--- config.mk ---
export PLATFORM = sky130hd
export DESIGN_NAME = ddr3_read
export DESIGN_NICKNAME = d
export VERILOG_FILES = /design/src/ddr_rd_pkg.sv /design/src/ddr3_read.sv
export SDC_FILE = /design/constraint.sdc
export NUM_CORES = 1
export LEC_CHECK = 0
export BUFFER_PORTS_ARGS = -buffer_cell sky130_fd_sc_hd__buf_2
export CORE_ASPECT_RATIO = 1.1
export CORE_MARGIN = 2
export CORE_UTILIZATION = 51
export DETAILED_ROUTE_END_ITERATION = 7
export GPL_ROUTABILITY_DRIVEN = 0
export PLACE_DENSITY = 0.84
export SKIP_LAST_GASP = 1
export SLEW_MARGIN = 40
export SYNTH_ARGS = -nofsm -noshare
export SYNTH_HDL_FRONTEND = slang
export SYNTH_SLANG_ARGS = --single-unit
--- constraint.sdc ---
create_clock -name clk -period 8.3 [get_ports clk]
set_input_delay 0.83 -clock clk [delete_from_list [all_inputs] [get_ports clk]]
set_output_delay 0.83 -clock clk [all_outputs]
set_load 0.02 [all_outputs]
--- src/ddr_rd_pkg.sv ---
package ddr_rd_pkg;

    localparam int WORDS_PER_BEAT = 8;
    localparam int DDR_MAX_BEATS  = 16;   // 4-bit native length field
    localparam int FIFO_BEATS     = 32;
    localparam int FIFO_AE_BEATS  = 16;
    localparam int FLUSH_CYCLES   = 16;

    // derived widths
    localparam int BEAT_WORD_W  = $clog2(WORDS_PER_BEAT);     // word select inside a beat
    localparam int FIFO_BEAT_AW = $clog2(FIFO_BEATS);
    localparam int FIFO_WORD_AW = FIFO_BEAT_AW + BEAT_WORD_W;
    localparam int FLUSH_CNT_W  = $clog2(FLUSH_CYCLES);

    typedef logic [27:0]  ddr_addr_t;   // word address
    typedef logic [3:0]   rd_id_t;
    typedef logic [7:0]   rd_len_t;     // words minus one
    typedef logic [3:0]   ddr_len_t;    // beats minus one
    typedef logic [31:0]  word_t;
    typedef logic [255:0] beat_t;       // word 0 in the low bits
    typedef logic [5:0]   beat_cnt_t;   // up to 33 beats per request

    typedef struct packed {
        rd_id_t     id;
        ddr_addr_t  addr;
        rd_len_t    len;
        logic [1:0] burst;      // incrementing only
    } rd_req_t;

    typedef struct packed {
        rd_id_t     id;
        word_t      data;
        logic [1:0] resp;
        logic       last;
    } rd_rsp_t;

    typedef struct packed {
        ddr_addr_t addr;
        ddr_len_t  len;
        rd_id_t    id;
    } ddr_cmd_t;

    typedef struct packed {
        beat_t  data;
        rd_id_t id;
        logic   last;
    } ddr_ret_t;

    typedef enum logic [2:0] {
        ST_IDLE,
        ST_WAIT,
        ST_TRANS_ADDR,
        ST_TRANS_DATA,
        ST_FLUSH
    } rd_state_t;

endpackage
--- src/ddr3_read.sv ---
`timescale 1ns/1ps

module ddr3_read (
    input  logic                  clk,
    input  logic                  ddr_rstn_sync,

    input  ddr_rd_pkg::rd_req_t   rd_req,
    input  logic                  rd_req_valid,
    output logic                  rd_req_ready,

    output ddr_rd_pkg::rd_rsp_t   rd_rsp,
    output logic                  rd_rsp_valid,
    input  logic                  rd_rsp_ready,

    output ddr_rd_pkg::ddr_cmd_t  ddr_cmd,
    output logic                  ddr_cmd_valid,
    input  logic                  ddr_cmd_ready,
    input  logic                  ddr_ret_valid,
    input  logic                  ddr_ret_last,

    output logic                  fifo_flush,
    output logic                  fifo_rd_en,
    input  ddr_rd_pkg::word_t     fifo_rd_data,
    input  logic                  fifo_empty,
    input  logic                  fifo_almost_empty
);

    ddr_rd_pkg::rd_state_t state, state_nxt;

    ddr_rd_pkg::ddr_addr_t cmd_addr;     // next aligned command address
    ddr_rd_pkg::rd_id_t    id_q;
    ddr_rd_pkg::beat_cnt_t beats_rem;    // beats not yet requested
    ddr_rd_pkg::rd_len_t   word_cnt;     // words left after the current one
    ddr_rd_pkg::ddr_len_t  cmd_len;
    ddr_rd_pkg::beat_cnt_t cmd_beats;

    logic [ddr_rd_pkg::BEAT_WORD_W-1:0] drop_cnt;   // leading words still to discard
    logic [ddr_rd_pkg::FLUSH_CNT_W-1:0] flush_cnt;

    ddr_rd_pkg::ddr_addr_t req_end;
    ddr_rd_pkg::ddr_addr_t beat_span;

    logic req_xfer;
    logic cmd_xfer;
    logic rsp_xfer;
    logic last_xfer;
    logic active;
    logic out_fresh;    // registered fifo output not consumed yet
    logic drop_now;
    logic consume;

    assign req_xfer  = rd_req_valid && rd_req_ready;
    assign cmd_xfer  = ddr_cmd_valid && ddr_cmd_ready;
    assign rsp_xfer  = rd_rsp_valid && rd_rsp_ready;
    assign last_xfer = rsp_xfer && rd_rsp.last;

    assign active = (state == ddr_rd_pkg::ST_WAIT) ||
                    (state == ddr_rd_pkg::ST_TRANS_ADDR) ||
                    (state == ddr_rd_pkg::ST_TRANS_DATA);

    // beats from the one holding addr through the one holding addr+len
    assign req_end   = rd_req.addr + ddr_rd_pkg::ddr_addr_t'(rd_req.len);
    assign beat_span = (req_end >> ddr_rd_pkg::BEAT_WORD_W) -
                       (rd_req.addr >> ddr_rd_pkg::BEAT_WORD_W);

    // clip to the native burst limit
    assign cmd_len = (beats_rem > ddr_rd_pkg::beat_cnt_t'(ddr_rd_pkg::DDR_MAX_BEATS)) ?
                     ddr_rd_pkg::ddr_len_t'(ddr_rd_pkg::DDR_MAX_BEATS - 1) :
                     ddr_rd_pkg::ddr_len_t'(beats_rem - 1'b1);
    assign cmd_beats = ddr_rd_pkg::beat_cnt_t'(cmd_len) + 1'b1;

    always_comb begin
        state_nxt = state;
        case (state)
            ddr_rd_pkg::ST_IDLE: begin
                if (req_xfer) state_nxt = ddr_rd_pkg::ST_WAIT;
            end
            ddr_rd_pkg::ST_WAIT: begin
                if (last_xfer) begin
                    state_nxt = ddr_rd_pkg::ST_FLUSH;
                end else if (fifo_almost_empty && (beats_rem != '0)) begin
                    state_nxt = ddr_rd_pkg::ST_TRANS_ADDR;
                end
            end
            ddr_rd_pkg::ST_TRANS_ADDR: begin
                if (cmd_xfer) state_nxt = ddr_rd_pkg::ST_TRANS_DATA;
            end
            ddr_rd_pkg::ST_TRANS_DATA: begin
                if (ddr_ret_valid && ddr_ret_last) state_nxt = ddr_rd_pkg::ST_WAIT;
            end
            ddr_rd_pkg::ST_FLUSH: begin
                if (flush_cnt == ddr_rd_pkg::FLUSH_CNT_W'(ddr_rd_pkg::FLUSH_CYCLES - 1)) begin
                    state_nxt = ddr_rd_pkg::ST_IDLE;
                end
            end
            default: state_nxt = ddr_rd_pkg::ST_IDLE;
        endcase
    end

    always_ff @(posedge clk or negedge ddr_rstn_sync) begin
        if (!ddr_rstn_sync) begin
            state <= ddr_rd_pkg::ST_IDLE;
        end else begin
            state <= state_nxt;
        end
    end

    always_ff @(posedge clk or negedge ddr_rstn_sync) begin
        if (!ddr_rstn_sync) begin
            flush_cnt <= '0;
        end else if (state == ddr_rd_pkg::ST_FLUSH) begin
            flush_cnt <= flush_cnt + 1'b1;
        end else begin
            flush_cnt <= '0;
        end
    end

    always_ff @(posedge clk or negedge ddr_rstn_sync) begin
        if (!ddr_rstn_sync) begin
            beats_rem <= '0;
        end else if (req_xfer) begin
            beats_rem <= ddr_rd_pkg::beat_cnt_t'(beat_span) + 1'b1;
        end else if (cmd_xfer) begin
            beats_rem <= beats_rem - cmd_beats;
        end
    end

    // aligned start address, then step past each issued burst
    always_ff @(posedge clk) begin
        if (req_xfer) begin
            cmd_addr <= rd_req.addr & ~ddr_rd_pkg::ddr_addr_t'(ddr_rd_pkg::WORDS_PER_BEAT - 1);
            id_q     <= rd_req.id;
        end else if (cmd_xfer) begin
            cmd_addr <= cmd_addr + ddr_rd_pkg::ddr_addr_t'(cmd_beats) *
                        ddr_rd_pkg::ddr_addr_t'(ddr_rd_pkg::WORDS_PER_BEAT);
        end
    end

    // read side
    assign drop_now   = out_fresh && (drop_cnt != '0);
    assign consume    = drop_now || rsp_xfer;
    assign fifo_rd_en = active && !fifo_empty && (!out_fresh || consume) && !last_xfer;

    always_ff @(posedge clk or negedge ddr_rstn_sync) begin
        if (!ddr_rstn_sync) begin
            out_fresh <= 1'b0;
        end else if (fifo_flush || last_xfer) begin
            out_fresh <= 1'b0;
        end else if (fifo_rd_en) begin
            out_fresh <= 1'b1;
        end else if (consume) begin
            out_fresh <= 1'b0;
        end
    end

    always_ff @(posedge clk or negedge ddr_rstn_sync) begin
        if (!ddr_rstn_sync) begin
            drop_cnt <= '0;
        end else if (req_xfer) begin
            drop_cnt <= rd_req.addr[ddr_rd_pkg::BEAT_WORD_W-1:0];
        end else if (drop_now) begin
            drop_cnt <= drop_cnt - 1'b1;
        end
    end

    always_ff @(posedge clk or negedge ddr_rstn_sync) begin
        if (!ddr_rstn_sync) begin
            word_cnt <= '0;
        end else if (req_xfer) begin
            word_cnt <= rd_req.len;
        end else if (rsp_xfer && (word_cnt != '0)) begin
            word_cnt <= word_cnt - 1'b1;
        end
    end

    assign rd_req_ready = (state == ddr_rd_pkg::ST_IDLE);
    assign rd_rsp_valid = out_fresh && (drop_cnt == '0);
    assign fifo_flush   = (state == ddr_rd_pkg::ST_FLUSH);

    always_comb begin
        rd_rsp.id   = id_q;         // in-order only
        rd_rsp.data = fifo_rd_data;
        rd_rsp.resp = 2'b00;
        rd_rsp.last = (word_cnt == '0);
    end

    assign ddr_cmd_valid = (state == ddr_rd_pkg::ST_TRANS_ADDR);

    always_comb begin
        ddr_cmd.addr = cmd_addr;
        ddr_cmd.len  = cmd_len;
        ddr_cmd.id   = id_q;
    end

endmodule

=== Word level (Yosys, flattened, before mapping) ===
Index checks and enable logic that the tools add are counted.

* Register bits after elaboration: 57
* Output and inout bits: 80

* Add/sub/neg operators: 10
* $lt $le $gt $ge: 1
* Equality and inequality tests: 10
* Mux-type cells: 20
* Reduce and logical (&&, ||, !) cells: 31

{| class="wikitable"
|+ Operator list
! kind !! count
|-
| 2-to-1 mux 28 bit || 2
|-
| adder 28 x 8 -> 28 bit || 1
|-
| 2-to-1 mux 3 bit || 8
|-
| 2-to-1 mux 8 bit || 2
|-
| one-hot mux 3 bit (5 select lines) || 1
|-
| logical AND 1 bit || 12
|-
| 2-to-1 mux 6 bit || 2
|-
| adder 9 x 8 -> 9 bit || 1
|-
| zero test 8 bit || 1
|-
| 2-to-1 mux 4 bit || 2
|-
| inequality test 2 x 1 -> 1 bit, second input constant || 4
|-
| nonzero test 8 bit || 1
|-
| subtractor 8 x 1 -> 8 bit, second input constant || 1
|-
| adder 6 x 1 -> 6 bit, second input constant || 1
|-
| equality test 3 x 2 -> 1 bit, second input constant || 2
|-
| greater-than comparator 6 x 5 -> 1 bit, second input constant || 1
|-
| zero test 3 bit || 2
|-
| nonzero test 2 bit || 3
|-
| nonzero test 3 bit || 2
|-
| nonzero test 6 bit || 1
|-
| subtractor 6 x 5 -> 6 bit || 1
|-
| subtractor 6 bit || 1
|-
| adder 4 x 1 -> 5 bit, second input constant || 1
|-
| logical OR 1 bit || 5
|-
| other kinds (10) || 14
|}

=== Depth between registers and ports, before layout ===
Gate-level depths: netlist of the first run.

* Word-level depth: 9
* Depth in mapped cells: 14
* Gate-level depth less buffers: 14

=== Worst setup path after synthesis of the first run ===
Ideal clock, no wire load.

* Path type: register to register
* Start: register beats_rem[1]
* End: register cmd_addr[10], data pin
* Arrival time: 3487 ps
* Setup slack: 4556 ps
* Cell stages (with the launch flop): 15
* Path buffers: 1
* Path through: dfrtp_1 -> inv_1 -> ha_1 -> or3b_2 -> a21oi_1 -> nand2_1 -> ha_1 -> xor2_1 -> ha_1 -> o21ai_0 -> o21bai_1 -> a21oi_1 -> clkbuf_1 -> mux2i_1 -> nand2_1

{| class="wikitable"
|+ RTL lines
! item !! line !! text
|-
| start, declared || ddr3_read.sv:32 || <nowiki>ddr_rd_pkg::beat_cnt_t beats_rem;</nowiki>
|-
| start signal, assigned || ddr3_read.sv:122 || <nowiki>beats_rem <= ddr_rd_pkg::beat_cnt_t'(beat_span) + 1'b1;</nowiki>
|-
| start signal, assigned || ddr3_read.sv:124 || <nowiki>beats_rem <= beats_rem - cmd_beats;</nowiki>
|-
| end signal, assigned || ddr3_read.sv:131 || <nowiki>cmd_addr <= rd_req.addr & ~ddr_rd_pkg::ddr_addr_t'(ddr_rd_pkg::WORDS_PER_BEAT - 1);</nowiki>
|-
| end signal, assigned || ddr3_read.sv:134 || <nowiki>cmd_addr <= cmd_addr + ddr_rd_pkg::ddr_addr_t'(cmd_beats) *</nowiki>
|-
| end, declared || ddr3_read.sv:30 || <nowiki>ddr_rd_pkg::ddr_addr_t cmd_addr;</nowiki>
|}

=== Worst setup path after layout of the first run ===
* Start: register beats_rem[1]
* End: register cmd_addr[10], data pin

* Word-level cells in the longest chain between the ends: 6
* Elaborated cells on any way between the ends: 7
* Classes of those cells: 3 x add/sub; 1 x order compare; 3 x mux

{| class="wikitable"
|+ Ends and longest elaborated chain
! item !! line !! text
|-
| greater-than comparator 6 x 5 -> 1 bit or subtractor 4 x 1 -> 4 bit (tied branches) || ddr3_read.sv:67, ddr3_read.sv:69 ||
|-
| 2-to-1 mux 4 bit (*) || ddr3_read.sv:67 || <nowiki>assign cmd_len = (beats_rem > ddr_rd_pkg::beat_cnt_t'(ddr_rd_pkg::DDR_MAX_BEATS)) ?</nowiki>
|-
| adder 4 x 1 -> 5 bit (*) || ddr3_read.sv:70 || <nowiki>assign cmd_beats = ddr_rd_pkg::beat_cnt_t'(cmd_len) + 1'b1;</nowiki>
|-
| adder 28 x 8 -> 28 bit (*) || ddr3_read.sv:134 ||
|-
| 2-to-1 mux 28 bit (*) || ddr3_read.sv:133 || <nowiki>end else if (cmd_xfer) begin</nowiki>
|-
| 2-to-1 mux 28 bit (*) || ddr3_read.sv:130 || <nowiki>if (req_xfer) begin</nowiki>
|}

Mark *: on every way between the ends. The rest lies on a longest branch, timed or not. The select of a mux whose other input is x is not followed.
A chain may end at the register's enable or synchronous reset.

==> summary.txt, run 1 <==
Power and ir drop
  – Sequential share of power: 29.0%
  – Net Switching: 0.000819 W
  – Clk pwr share: approximately a tenth
  – Lkg Pwr: about 2.0 nW
  – Power, Total: roughly 0.0018 W
  – Comb power frac: between 60% and 70%
  – Sw frac: 46.6%
  – Pwr/cell area: 391 nW/um^2
  – Pint: 0.000939 W
  – Peak VDD IR: approximately 0.17 mV

Timing
  – Fmax: between 200 and 250 MHz
  – RSZ-0062 raised after global routing: false
  – Count of final setup violators: 0
  – Worst Tran Pin Value: 0.764 ns
  – Max-slew headroom: 48.6%
  – Final worst path period share: about half
  – Period minus WS final: slightly above 4 ns
  – Final Skew: 0.00475 ns
  – TNS Setup: 0 ns
  – Max-slew violations: 0
  – Final Hold Vio Count: 0

Global route
  – Global-route wire length before repair: 15000 um
  – Initial antenna violation count: 0
  – Overall global routing resource usage: a little over 20%
  – Remaining Overflow, GRT: 0
  – Number of global-route vias before repair: between 3000 and 4000
  – Largest net degree at the start of global routing: 43

Flow run
  – Max cap viols: 0

Floorplan
  – Top Ports: 163
  – Core area: 7910 um^2
  – Num rows: 34
  – Effective utilization at floorplan: between 50% and 60%
  – Die height: 98.6 um
  – Die span in x: ~90 um
  – DIE AREA: 8870 um^2

Logic synthesis
  – Sequential share of the synthesized area: a little over a third
  – Synth Flop Type: edfxtp_1
  – Register bit total from synthesis: 54
  – Yosys Warn Count: 0
  – Yosys cell types: a little over 50
  – Synth area leader: edfxtp_1
  – Synth top area cells: edfxtp_1 21%, dfrtp_1 15%, ha_1 10%
  – FFs w/ async S/R, synth: 46.3%
  – Mean post-synth cell area: 9.01 um^2
  – EDFF count, synth: 29
  – Synthesized area: a little over 4000 um^2
  – Top-area cell type share of the netlist area: a little over a fifth
  – Cells after Synth: 460

Detailed routing
  – Vias per cell: 5.41
  – DR vias: 3339
  – Pre-Repair DR Iteration Count: 4
  – Final wirelength: 8780 um
  – DRT antenna net count: 0
  – # DRC: 0
  – WL per Instance: 14.2 um
  – Initial DRC Count: 95

Clocking
  – Root buf cell: clkbuf_8
  – Clock buffer depth: 2
  – CTS H-tree depth: 2
  – CTS tree: yes
  – CTS Hold Bufs: 0
  – Worst-skew pair later-pin latency: 0.30 ns
  – Post_cts resized: 0
  – Total clock sinks: 54
  – Clk pin slew, worst setup/hold paths: roughly 0.090 ns
  – Total CTS buffers: 5
  – Post-CTS Setup Repair Bufs: 0

Critical path
  – Reg2Reg Capture Point: cmd_addr[10]
  – CP peak stage delay: 0.49 ns
  – Crit-path max FO: 13
  – Critical-path top delay cell: a21oi_2
  – Reg-to-Reg Start: beats_rem[1]
  – R2R depth: 13
  – Startpoint Class: flip-flop
  – Setup CP Type: flip-flop to flip-flop
  – CP Capture Point: cmd_addr[10]
  – Crit path capture type: flip-flop
  – CP Launch Point: beats_rem[1]
  – Reg2Reg Setup Slack: 4.24 ns
  – Crit-path cells: inv_1, ha_1, or3b_2, a21oi_1, nand2_1, ha_1, xor2_1, ha_1, o21ai_0, o21bai_1, a21oi_2, mux2i_1, nand2_1
  – Worst endpoint required time: 8.36 ns
  – Worst EP arrival: 4.13 ns
  – CP dominant cell by count: ha_1

Run status
  – Run status: completed

Layout
  – Area Growth Syn to Fin: 8.54%
  – Layout Nets: about 630
  – Share of cells above drive strength 1: 20.8%
  – N_diodes: 0

Worst hold path
  – Hold Crit Class: flip-flop to flip-flop

Placed design
  – HPWL Detailed: roughly 7000 um
  – Port bufs: between 90 and 100
==> worst min path at each step <==
stage	start	endpoint	slack, ns	cells after the start
after floorplan	flush_cnt[0]	flush_cnt[0]	0.43	1
after global placement	flush_cnt[0]	flush_cnt[0]	0.45	1
after detailed placement	flush_cnt[0]	flush_cnt[0]	0.45	1
after CTS	flush_cnt[0]	flush_cnt[0]	0.47	1
after global routing	flush_cnt[0]	flush_cnt[0]	0.49	1
final	flush_cnt[0]	flush_cnt[0]	0.46	1
==> through the flow <==
step                      cells  utilization, %  hold WS (ns)  setup slack, ns  area [um^2]
after floorplan             464               -         0.433             4.56         4160
after global placement      609            55.4         0.447             4.12         4390
after detailed placement    609            55.5         0.453             4.26         4390
after CTS                   617            56.9         0.465             4.19         4500
after global routing        617            56.9         0.492             3.85         4500
final                       617            56.9         0.464             4.24         4500
==> cells in the mapped netlist (2+ instances only) <==
library cell	instances
a211oi_1	4
a21o_1	7
a21oi_1	14
a221oi_1	4
a22oi_1	3
a31oi_1	11
and2_1	2
and3_1	4
buf_2	5
buf_4	42
clkbuf_1	7
conb_1	2
dfrtp_1	25
edfxtp_1	29
fa_1	3
ha_1	33
inv_1	29
mux2i_1	5
nand2_1	48
nand2b_1	3
nand3_1	18
nand4_1	3
nand4b_1	2
nor2_1	35
nor2b_1	2
nor3_1	7
nor4_1	3
o211ai_1	3
o21ai_0	34
o21bai_1	2
o22ai_1	2
o31a_1	2
o31ai_1	4
or3_1	4
or4_1	5
xnor2_1	20
xor2_1	20
==> cells by family after synthesis <==
group	share of synthesized area, %
other cells	0.181
compound gates	13.8
flops	36.1
xor+xnor	8.45
mux	1.48
buf+inv	11.6
simple gates	17.0
fa+ha+maj	11.4
==> worst max-delay path: cells and delay by family, from the launching register on <==
family | cells | cell delay, ns
flops | 1 | 0.44
fa+ha+maj | 3 | 0.75
simple gates | 3 | 0.70
compound gates | 4 | 1.31
xor+xnor | 1 | 0.23
mux | 1 | 0.26
buf+inv | 1 | 0.13
==> power groups by stage <==
| stage | clock network [W] | logic [W] | registers (W) |
|---|---|---|---|
| after floorplan | 0 | 0.000800 | 0.000539 |
| after global placement | 0 | 0.00101 | 0.000509 |
| after detailed placement | 0 | 0.00107 | 0.000513 |
| after CTS | 0.000178 | 0.00108 | 0.000508 |
| after global routing | 0.000186 | 0.00121 | 0.000524 |
| final | 0.000174 | 0.00107 | 0.000509 |
==> layout by cell type, fill, tap and decap left out, types with 4 or more instances in the layout <==
cell      count
a211oi_1      4
a21o_1        7
a21oi_1      13
a221oi_1      4
a31oi_1      11
and3_1        4
buf_2        91
clkbuf_8      5
conb_1        6
dfrtp_1      25
edfxtp_1     29
ha_1         33
inv_1        29
mux2i_1       5
nand2_1      47
nand3_1      18
nor2_1       35
nor3_1        7
o21ai_0      34
o31ai_1       4
or3_1         4
or4_1         5
xnor2_1      20
xor2_1       20
==> flip-flops by register name, summed over array words and instances, names as in the netlist <==
name	count
out_fresh	1
state	3
flush_cnt	4
beats_rem	6
id_q	4
cmd_addr	25
word_cnt	8
drop_cnt	3
==> area by class of cell <==
cell class                      count  area (um^2)
Inverter                           29          109
Clock inverter                      1         30.0
Fill cell                         722         3410
Clock buffer                        7         76.3
Timing Repair Buffer               92          463
Tap cell                          108          135
Multi-Input combinational cell    326         2190
Sequential cell                    54         1500
==> routing by layer <==
| layer | track usage, % | vias up | part of all wire, % |
|---|---|---|---|
| met5 | 0 | - | 0 |
| met2 | 37.4 | 114 | 51 |
| met3 | 3.98 | 10 | 6.3 |
| li1 | - | 1666 | - |
| met4 | 5.56 | 0 | 1.2 |
| met1 | 24.3 | 1549 | 41 |
Power figures use the tool's default switching activity.
==> inputs of run 2 (changes only) <==
- CORE_UTILIZATION: 51 -> 45
- PLACE_DENSITY: 0.84 -> 0.79
- clock period: 8.3 -> 3.6 ns (I/O delays scaled with it)
==> run 2 against run 1 <==
Compared with the run above: worst setup slack got worse by 4.1 ns; maximum frequency rose by 18%; global-route usage fell by 2.1 points; worst hold slack got worse by 0.43 ns; wire length rose by 7.1%; core utilization fell by 4.5 points; clock skew rose by 0.0098 ns; critical path depth rose by 1; non-clock buffer count rose by 15; critical endpoint is now cmd_addr[22]; largest power group unchanged.
==> summary.txt, run 2 (synthesis gave the netlist of run 1 again) <==
Power and ir drop
  – Net Switching: 0.00202 W (was 0.000819 W)
  – Comb power frac: 64.9% (was 61.2%)
  – Clk pwr share: 8.4% (was 9.9%)
  – Lkg Pwr: 2.08 nW (was 2.00 nW)
  – Pint: 0.00239 W (was 0.000939 W)
  – Pwr/cell area: 946 nW/um^2 (was 391 nW/um^2)
  – Sequential share of power: 26.6% (was 29.0%)
  – Peak VDD IR: 0.410 mV (was 0.174 mV)
  – Sw frac: 45.8% (was 46.6%)

Global route
  – Initial antenna violation count: 0 (unchanged)
  – Overall global routing resource usage: 18.2% (was 20.3%)
  – Number of global-route vias before repair: 3250 (was 3308)
  – Largest net degree at the start of global routing: 36 (was 43)
  – Remaining Overflow, GRT: 0 (unchanged)
  – Global-route wire length before repair: 14800 um (was 15000 um)

Clocking
  – Clock buffer depth: 2 (unchanged)
  – Worst-skew pair later-pin latency: 0.31 ns (was 0.30 ns)
  – CTS tree: yes (unchanged)
  – Total clock sinks: 54 (unchanged)
  – CTS H-tree depth: 2 (unchanged)
  – Clk pin slew, worst setup/hold paths: 0.11 ns (was 0.09 ns)
  – Total CTS buffers: 5 (unchanged)
  – Root buf cell: clkbuf_8 (unchanged)

Layout
  – FILL cells: 845 (was 722)
  – Multi-input gate area: 2240 um^2 (was 2190 um^2)
  – Most frequent cells in the layout: 91 x buf_2, 45 x nand2_1, 35 x nor2_1 (was 91 x buf_2, 47 x nand2_1, 35 x nor2_1)
  – FF+latch area: 1500 um^2 (unchanged)
  – Max FFs per register: 25 (unchanged)
  – Area Growth Syn to Fin: 12.6% (was 8.54%)
  – Share of cells above drive strength 1: 25.6% (was 20.8%)
  – Most common cell after layout, fill and taps aside: buf_2 (unchanged)
  – Layout Nets: 642 (was 627)
  – Post-Route Utilization: 52.3% (was 56.9%)
  – N_diodes: 0 (unchanged)
  – Most flop-heavy register: cmd_addr (unchanged)
  – Biggest regs: cmd_addr x25, word_cnt x8, beats_rem x6 (unchanged)

Timing
  – Final Hold Vio Count: 0 (unchanged)
  – TNS Setup: 0 ns (unchanged)
  – Final Skew: 0.0145 ns (was 0.00475 ns)
  – Worst Tran Pin Value: 0.646 ns (was 0.764 ns)
  – Fmax: 290 MHz (was 246 MHz)
  – Hold Slack: 0.0333 ns (was 0.464 ns)
  – Period minus WS final: 3.45 ns (was 4.06 ns)
  – Final worst path period share: 95.8% (was 49.0%)
  – Count of final setup violators: 0 (unchanged)
  – Max-slew violations: 0 (unchanged)
  – Max-slew headroom: 56.7% (was 48.6%)

Detailed routing
  – # DRC: 0 (unchanged)
  – WL per Instance: 14.7 um (was 14.2 um)
  – DR vias: 3458 (was 3339)
  – Pre-Repair DR Iteration Count: 4 (unchanged)
  – Vias per cell: 5.42 (was 5.41)
  – DRT antenna net count: 0 (unchanged)
  – Final wirelength: 9400 um (was 8780 um)
  – Initial DRC Count: 140 (was 95)

Critical path
  – CP bufs+invs: 2 (was 1)
  – Reg2Reg Setup Slack: 0.15 ns (was 4.24 ns)
  – Setup CP Type: flip-flop to flip-flop (unchanged)
  – Crit-path max FO: 7 (was 13)
  – Family with the most delay on the worst path: simple AND/OR/NAND/NOR gates (was compound AO/OA/AOI/OAI gates)
  – Critical-path top delay cell: or4b_1 (was a21oi_2)
  – Crit path capture type: flip-flop (unchanged)
  – Reg-to-Reg Start: beats_rem[0] (was beats_rem[1])
  – CP peak stage delay: 0.51 ns (was 0.49 ns)
  – Crit-path cells: inv_2, ha_1, or3b_4, a21oi_4, nand2_2, ha_4, xor2_1, ha_2, o21ai_1, o21bai_1, a21oi_1, buf_4, or4b_1, a31oi_1 (was inv_1, ha_1, or3b_2, a21oi_1, nand2_1, ha_1, xor2_1, ha_1, o21ai_0, o21bai_1, a21oi_2, mux2i_1, nand2_1)
  – Worst endpoint required time: 3.76 ns (was 8.36 ns)
  – Reg2Reg Capture Point: cmd_addr[22] (was cmd_addr[10])
  – R2R depth: 14 (was 13)
  – Worst EP arrival: 3.61 ns (was 4.13 ns)
  – Startpoint Class: flip-flop (unchanged)

Placed design
  – HPWL Detailed: 7100 um (was 6810 um)
  – Port bufs: 91 (unchanged)

Floorplan
  – DIE AREA: 10000 um^2 (was 8870 um^2)
  – Effective utilization at floorplan: 46.5% (was 52.4%)
  – Die span in x: 95.5 um (was 90.0 um)
  – Core area: 8920 um^2 (was 7910 um^2)
  – Die height: 105 um (was 98.6 um)
  – Num rows: 36 (was 34)
  – Top Ports: 163 (unchanged)

Worst hold path
  – Hold Crit Class: primary input to async pin (was flip-flop to flip-flop)

Flow run
  – Max cap viols: 0 (unchanged)

Run status
  – Run status: completed (unchanged)
-- run 2: cell types whose count changed in the layout (fill, tap and decap cells not counted), sizes merged --
cell,delta
inv,+2
bufinv,-1
clkbuf,-1
buf,+15
-- run 2: stage by stage --
step	cell area (um^2)	instances	setup slack (ns)	total power, W
floorplan	4170	464	0.0363	0.00310
global placement	4470	624	0.0663	0.00368
detailed placement	4470	624	-0.103	0.00379
CTS	4580	632	0.0212	0.00422
global route	4670	638	-0.00675	0.00479
finish	4670	638	0.152	0.00441
-- run 2: power by group through the flow --
stage	Combinational, W	Clock, W	Sequential, W
global route	0.00318	0.000401	0.00121
floorplan	0.00185	0	0.00125
CTS	0.00267	0.000382	0.00117
finish	0.00287	0.000372	0.00118
global placement	0.00251	0	0.00117
detailed placement	0.00261	0	0.00118
-- run 2: final cells by class --
class	instances	share of cell area (%)
timing repair buffer	107	12.3
sequential	54	32.1
tap	114	3.06
clock buffer	6	1.77
multi-input combinational	326	48.1
inverter	29	2.33
clock inverter	2	0.322
-- run 2: repair_timing --
item | CTS | global route
hold buffers | 0 | 0
gates resized for setup | 4 | 10
pin swaps | 1 | 5
gates cloned | 0 | 0
setup endpoints to repair | 11 | 17
setup buffers | 0 | 6
-- run 2: routing by layer --
layer / vias up / wire length [um] / global-route usage [%]
met3: 24 / 764 / 3.32
met5: - / 0 / 0
met1: 1625 / 3850 / 23.1
li1: 1692 / - / -
met4: 0 / 206 / 5.92
met2: 117 / 4580 / 30.9
-- run 2: worst max-delay path by stage --
stage	slack, ns	from	cells past startpoint	endpoint
detailed placement	-0.10	beats_rem[1]	15	cmd_addr[10]
floorplan	0.04	beats_rem[1]	14	cmd_addr[22]
CTS	0.02	beats_rem[1]	12	cmd_addr[23]
global route	-0.007	beats_rem[1]	14	cmd_addr[22]
global placement	0.07	beats_rem[0]	15	cmd_addr[10]
finish	0.15	beats_rem[0]	14	cmd_addr[22]
-- run 2: worst reg2reg max path: cells and delay by family, from the launching register on --
kind | cells | cell delay [ns]
AOI/OAI and AO/OA | 5 | 0.78
xor gates and xnor gates | 1 | 0.18
adders and majority gates | 3 | 0.69
and+or+nand+nor | 3 | 1.03
DFF | 1 | 0.40
buffers and inverters | 2 | 0.24
==> inputs of run 3 (changes only) <==
- CORE_UTILIZATION: 45 -> 50
- PLACE_DENSITY: 0.79 -> 0.83
- clock period: 3.6 -> 3.5 ns (I/O delays scaled with it)
==> run 3 against run 2 <==
Compared with the run above: wire length down 0.39%; global-route usage up 2.4 points; sequential share of layout area down 0.58 points; die area shrank 9.6%; flip-flop and latch count stayed put; worst setup slack worse by 0.062 ns; clock skew is 0.00066 ns higher; clock-buffer cell count fell by 1; first-iteration DRC count grew 24%; critical endpoint is now cmd_addr[20].
==> summary.txt, run 3 (synthesis gave the netlist of run 1 again) <==
Clocking
  – CTS tree: yes (unchanged)
  – Clk pin slew, worst setup/hold paths: 0.12 ns (was 0.11 ns)
  – Clock buffer depth: 2 (unchanged)
  – Root buf cell: clkbuf_8 (unchanged)
  – Total clock sinks: 54 (unchanged)
  – Total CTS buffers: 5 (unchanged)
  – Worst-skew pair later-pin latency: 0.32 ns (was 0.31 ns)
  – CTS H-tree depth: 2 (unchanged)

Detailed routing
  – Final wirelength: 9360 um (was 9400 um)
  – WL per Instance: 14.7 um (about the same)
  – Initial DRC Count: 174 (was 140)
  – # DRC: 0 (unchanged)
  – DR vias: 3494 (was 3458)
  – DRT antenna net count: 0 (unchanged)
  – Vias per cell: 5.49 (was 5.42)
  – Pre-Repair DR Iteration Count: 4 (unchanged)

Floorplan
  – Die height: 99.5 um (was 105 um)
  – Num rows: 34 (was 36)
  – Core area: 8000 um^2 (was 8920 um^2)
  – Die span in x: 90.8 um (was 95.5 um)
  – Top Ports: 163 (unchanged)
  – Effective utilization at floorplan: 51.8% (was 46.5%)
  – DIE AREA: 9040 um^2 (was 10000 um^2)

Timing
  – Period minus WS final: 3.41 ns (was 3.45 ns)
  – RSZ-0062 raised after global routing: true
  – Final worst path period share: 97.4% (was 95.8%)
  – Final Skew: 0.0152 ns (was 0.0145 ns)
  – Final Hold Vio Count: 0 (unchanged)
  – Max-slew headroom: 45.6% (was 56.7%)
  – TNS Setup: 0 ns (unchanged)
  – Fmax: 293 MHz (was 290 MHz)
  – Hold Slack: 0.00621 ns (was 0.0333 ns)
  – Worst Tran Pin Value: 0.808 ns (was 0.646 ns)
  – Max-slew violations: 0 (unchanged)
  – Count of final setup violators: 0 (unchanged)

Layout
  – N_diodes: 0 (unchanged)
  – Max FFs per register: 25 (unchanged)
  – Layout Nets: 647 (was 642)
  – FILL cells: 737 (was 845)
  – Most frequent cells in the layout: 91 x buf_2, 45 x nand2_1, 35 x nor2_1 (unchanged)
  – Area Growth Syn to Fin: 14.6% (was 12.6%)
  – Share of cells above drive strength 1: 27.2% (was 25.6%)
  – Most flop-heavy register: cmd_addr (unchanged)
  – Non-Filler Instances: 637 (was 638)
  – Most common cell after layout, fill and taps aside: buf_2 (unchanged)
  – Biggest regs: cmd_addr x25, word_cnt x8, beats_rem x6 (unchanged)

Critical path
  – Setup CP Type: flip-flop to flip-flop (unchanged)
  – CP peak stage delay: 0.49 ns (was 0.51 ns)
  – Startpoint Class: flip-flop (unchanged)
  – Crit-path cells: inv_2, ha_1, or3b_4, a21oi_4, nand2_2, and3_4, xnor2_2, ha_2, o21ai_2, o21bai_1, a21oi_2, buf_6, or4_1, a31oi_1 (was inv_2, ha_1, or3b_4, a21oi_4, nand2_2, ha_4, xor2_1, ha_2, o21ai_1, o21bai_1, a21oi_1, buf_4, or4b_1, a31oi_1)
  – Worst endpoint required time: 3.68 ns (was 3.76 ns)
  – Crit-path max FO: 7 (unchanged)
  – Reg2Reg Capture Point: cmd_addr[20] (was cmd_addr[22])
  – Reg2Reg Setup Slack: 0.09 ns (was 0.15 ns)
  – Critical-path top delay cell: or4_1 (was or4b_1)
  – Reg-to-Reg Start: beats_rem[1] (was beats_rem[0])
  – Worst EP arrival: 3.59 ns (was 3.61 ns)
  – Crit path capture type: flip-flop (unchanged)
  – R2R depth: 14 (unchanged)

Flow run
  – Max cap viols: 0 (unchanged)

Run status
  – Run status: completed (unchanged)

Power and ir drop
  – Peak VDD IR: 0.430 mV (was 0.410 mV)
  – Pwr/cell area: 1020 nW/um^2 (was 946 nW/um^2)
  – Lkg Pwr: 2.11 nW (was 2.08 nW)

Global route
  – Initial antenna violation count: 0 (unchanged)
  – Remaining Overflow, GRT: 0 (unchanged)
  – Global-route wire length before repair: 15500 um (was 14800 um)
  – Number of global-route vias before repair: 3544 (was 3250)
  – Overall global routing resource usage: 20.6% (was 18.2%)
  – Largest net degree at the start of global routing: 36 (unchanged)

Placed design
  – Port bufs: 91 (unchanged)
  – HPWL Detailed: 7190 um (was 7100 um)
  – Placed instance count: 623 (was 624)

Worst hold path
  – Hold Crit Class: primary input to async pin (unchanged)
-- run 3: worst max-delay path: cells and delay by family (launching register included) --
family          cells  cell delay (ns)
buf+inv             2             0.22
fa+ha+maj           2             0.49
simple gates        4             1.22
compound gates      5             0.78
flops               1             0.42
xor+xnor            1             0.13
-- run 3: layer usage --
layer / GRT usage, % / routed length [um] / vias to the layer above
met2: 39.4 / 4950 / 121
met1: 23.2 / 3760 / 1652
met3: 4.77 / 537 / 15
met5: 0 / 0 / -
met4: 4.78 / 116 / 0
li1: - / - / 1706
-- run 3: cell type report --
class	count	area, um^2	area share [%]
multi-input combinational	326	2300	48.3
inverter	29	109	2.29
clock inverter	3	28.8	0.606
sequential	54	1500	31.5
clock buffer	5	68.8	1.45
tap	108	135	2.84
timing repair buffer	112	617	13.0
-- run 3: power breakdown --
| group | internal, W | switching (W) | leakage, nW | total (W) |
|---|---|---|---|---|
| Sequential | 0.000988 | 0.000229 | 0.573 | 0.00122 |
| Clock | 0.000149 | 0.000232 | 0.0502 | 0.000381 |
| Combinational | 0.00149 | 0.00173 | 1.49 | 0.00323 |
-- run 3: metrics by stage --
stage | total power (W) | area, um^2 | util (%) | setup slack, ns
global route | 0.00525 | 4750 | 59.4 | -0.107
global placement | 0.00384 | 4520 | 56.5 | 0.0679
CTS | 0.00438 | 4620 | 57.8 | 0.00163
finish | 0.00482 | 4750 | 59.4 | 0.0907
detailed placement | 0.00398 | 4520 | 56.5 | -0.0835
floorplan | 0.00321 | 4190 | - | 0.00714
-- run 3: worst max-delay path by stage --
stage                      start      endpoint  cells after the start
finish              beats_rem[1]  cmd_addr[20]                     14
global placement    beats_rem[0]  cmd_addr[20]                     14
global route        beats_rem[1]  cmd_addr[20]                     14
floorplan           beats_rem[0]  cmd_addr[22]                     14
detailed placement  beats_rem[1]  cmd_addr[22]                     14
CTS                 beats_rem[1]  cmd_addr[13]                     12
-- run 3: repair_timing --
item | in CTS | in global routing
gates cloned | 0 | 1
setup endpoints to repair | 15 | 19
resized for setup | 2 | 19
pin swaps | 1 | 11
hold buffers | 0 | 0
buffers inserted | 1 | 4
hold endpoints to repair | 0 | 0
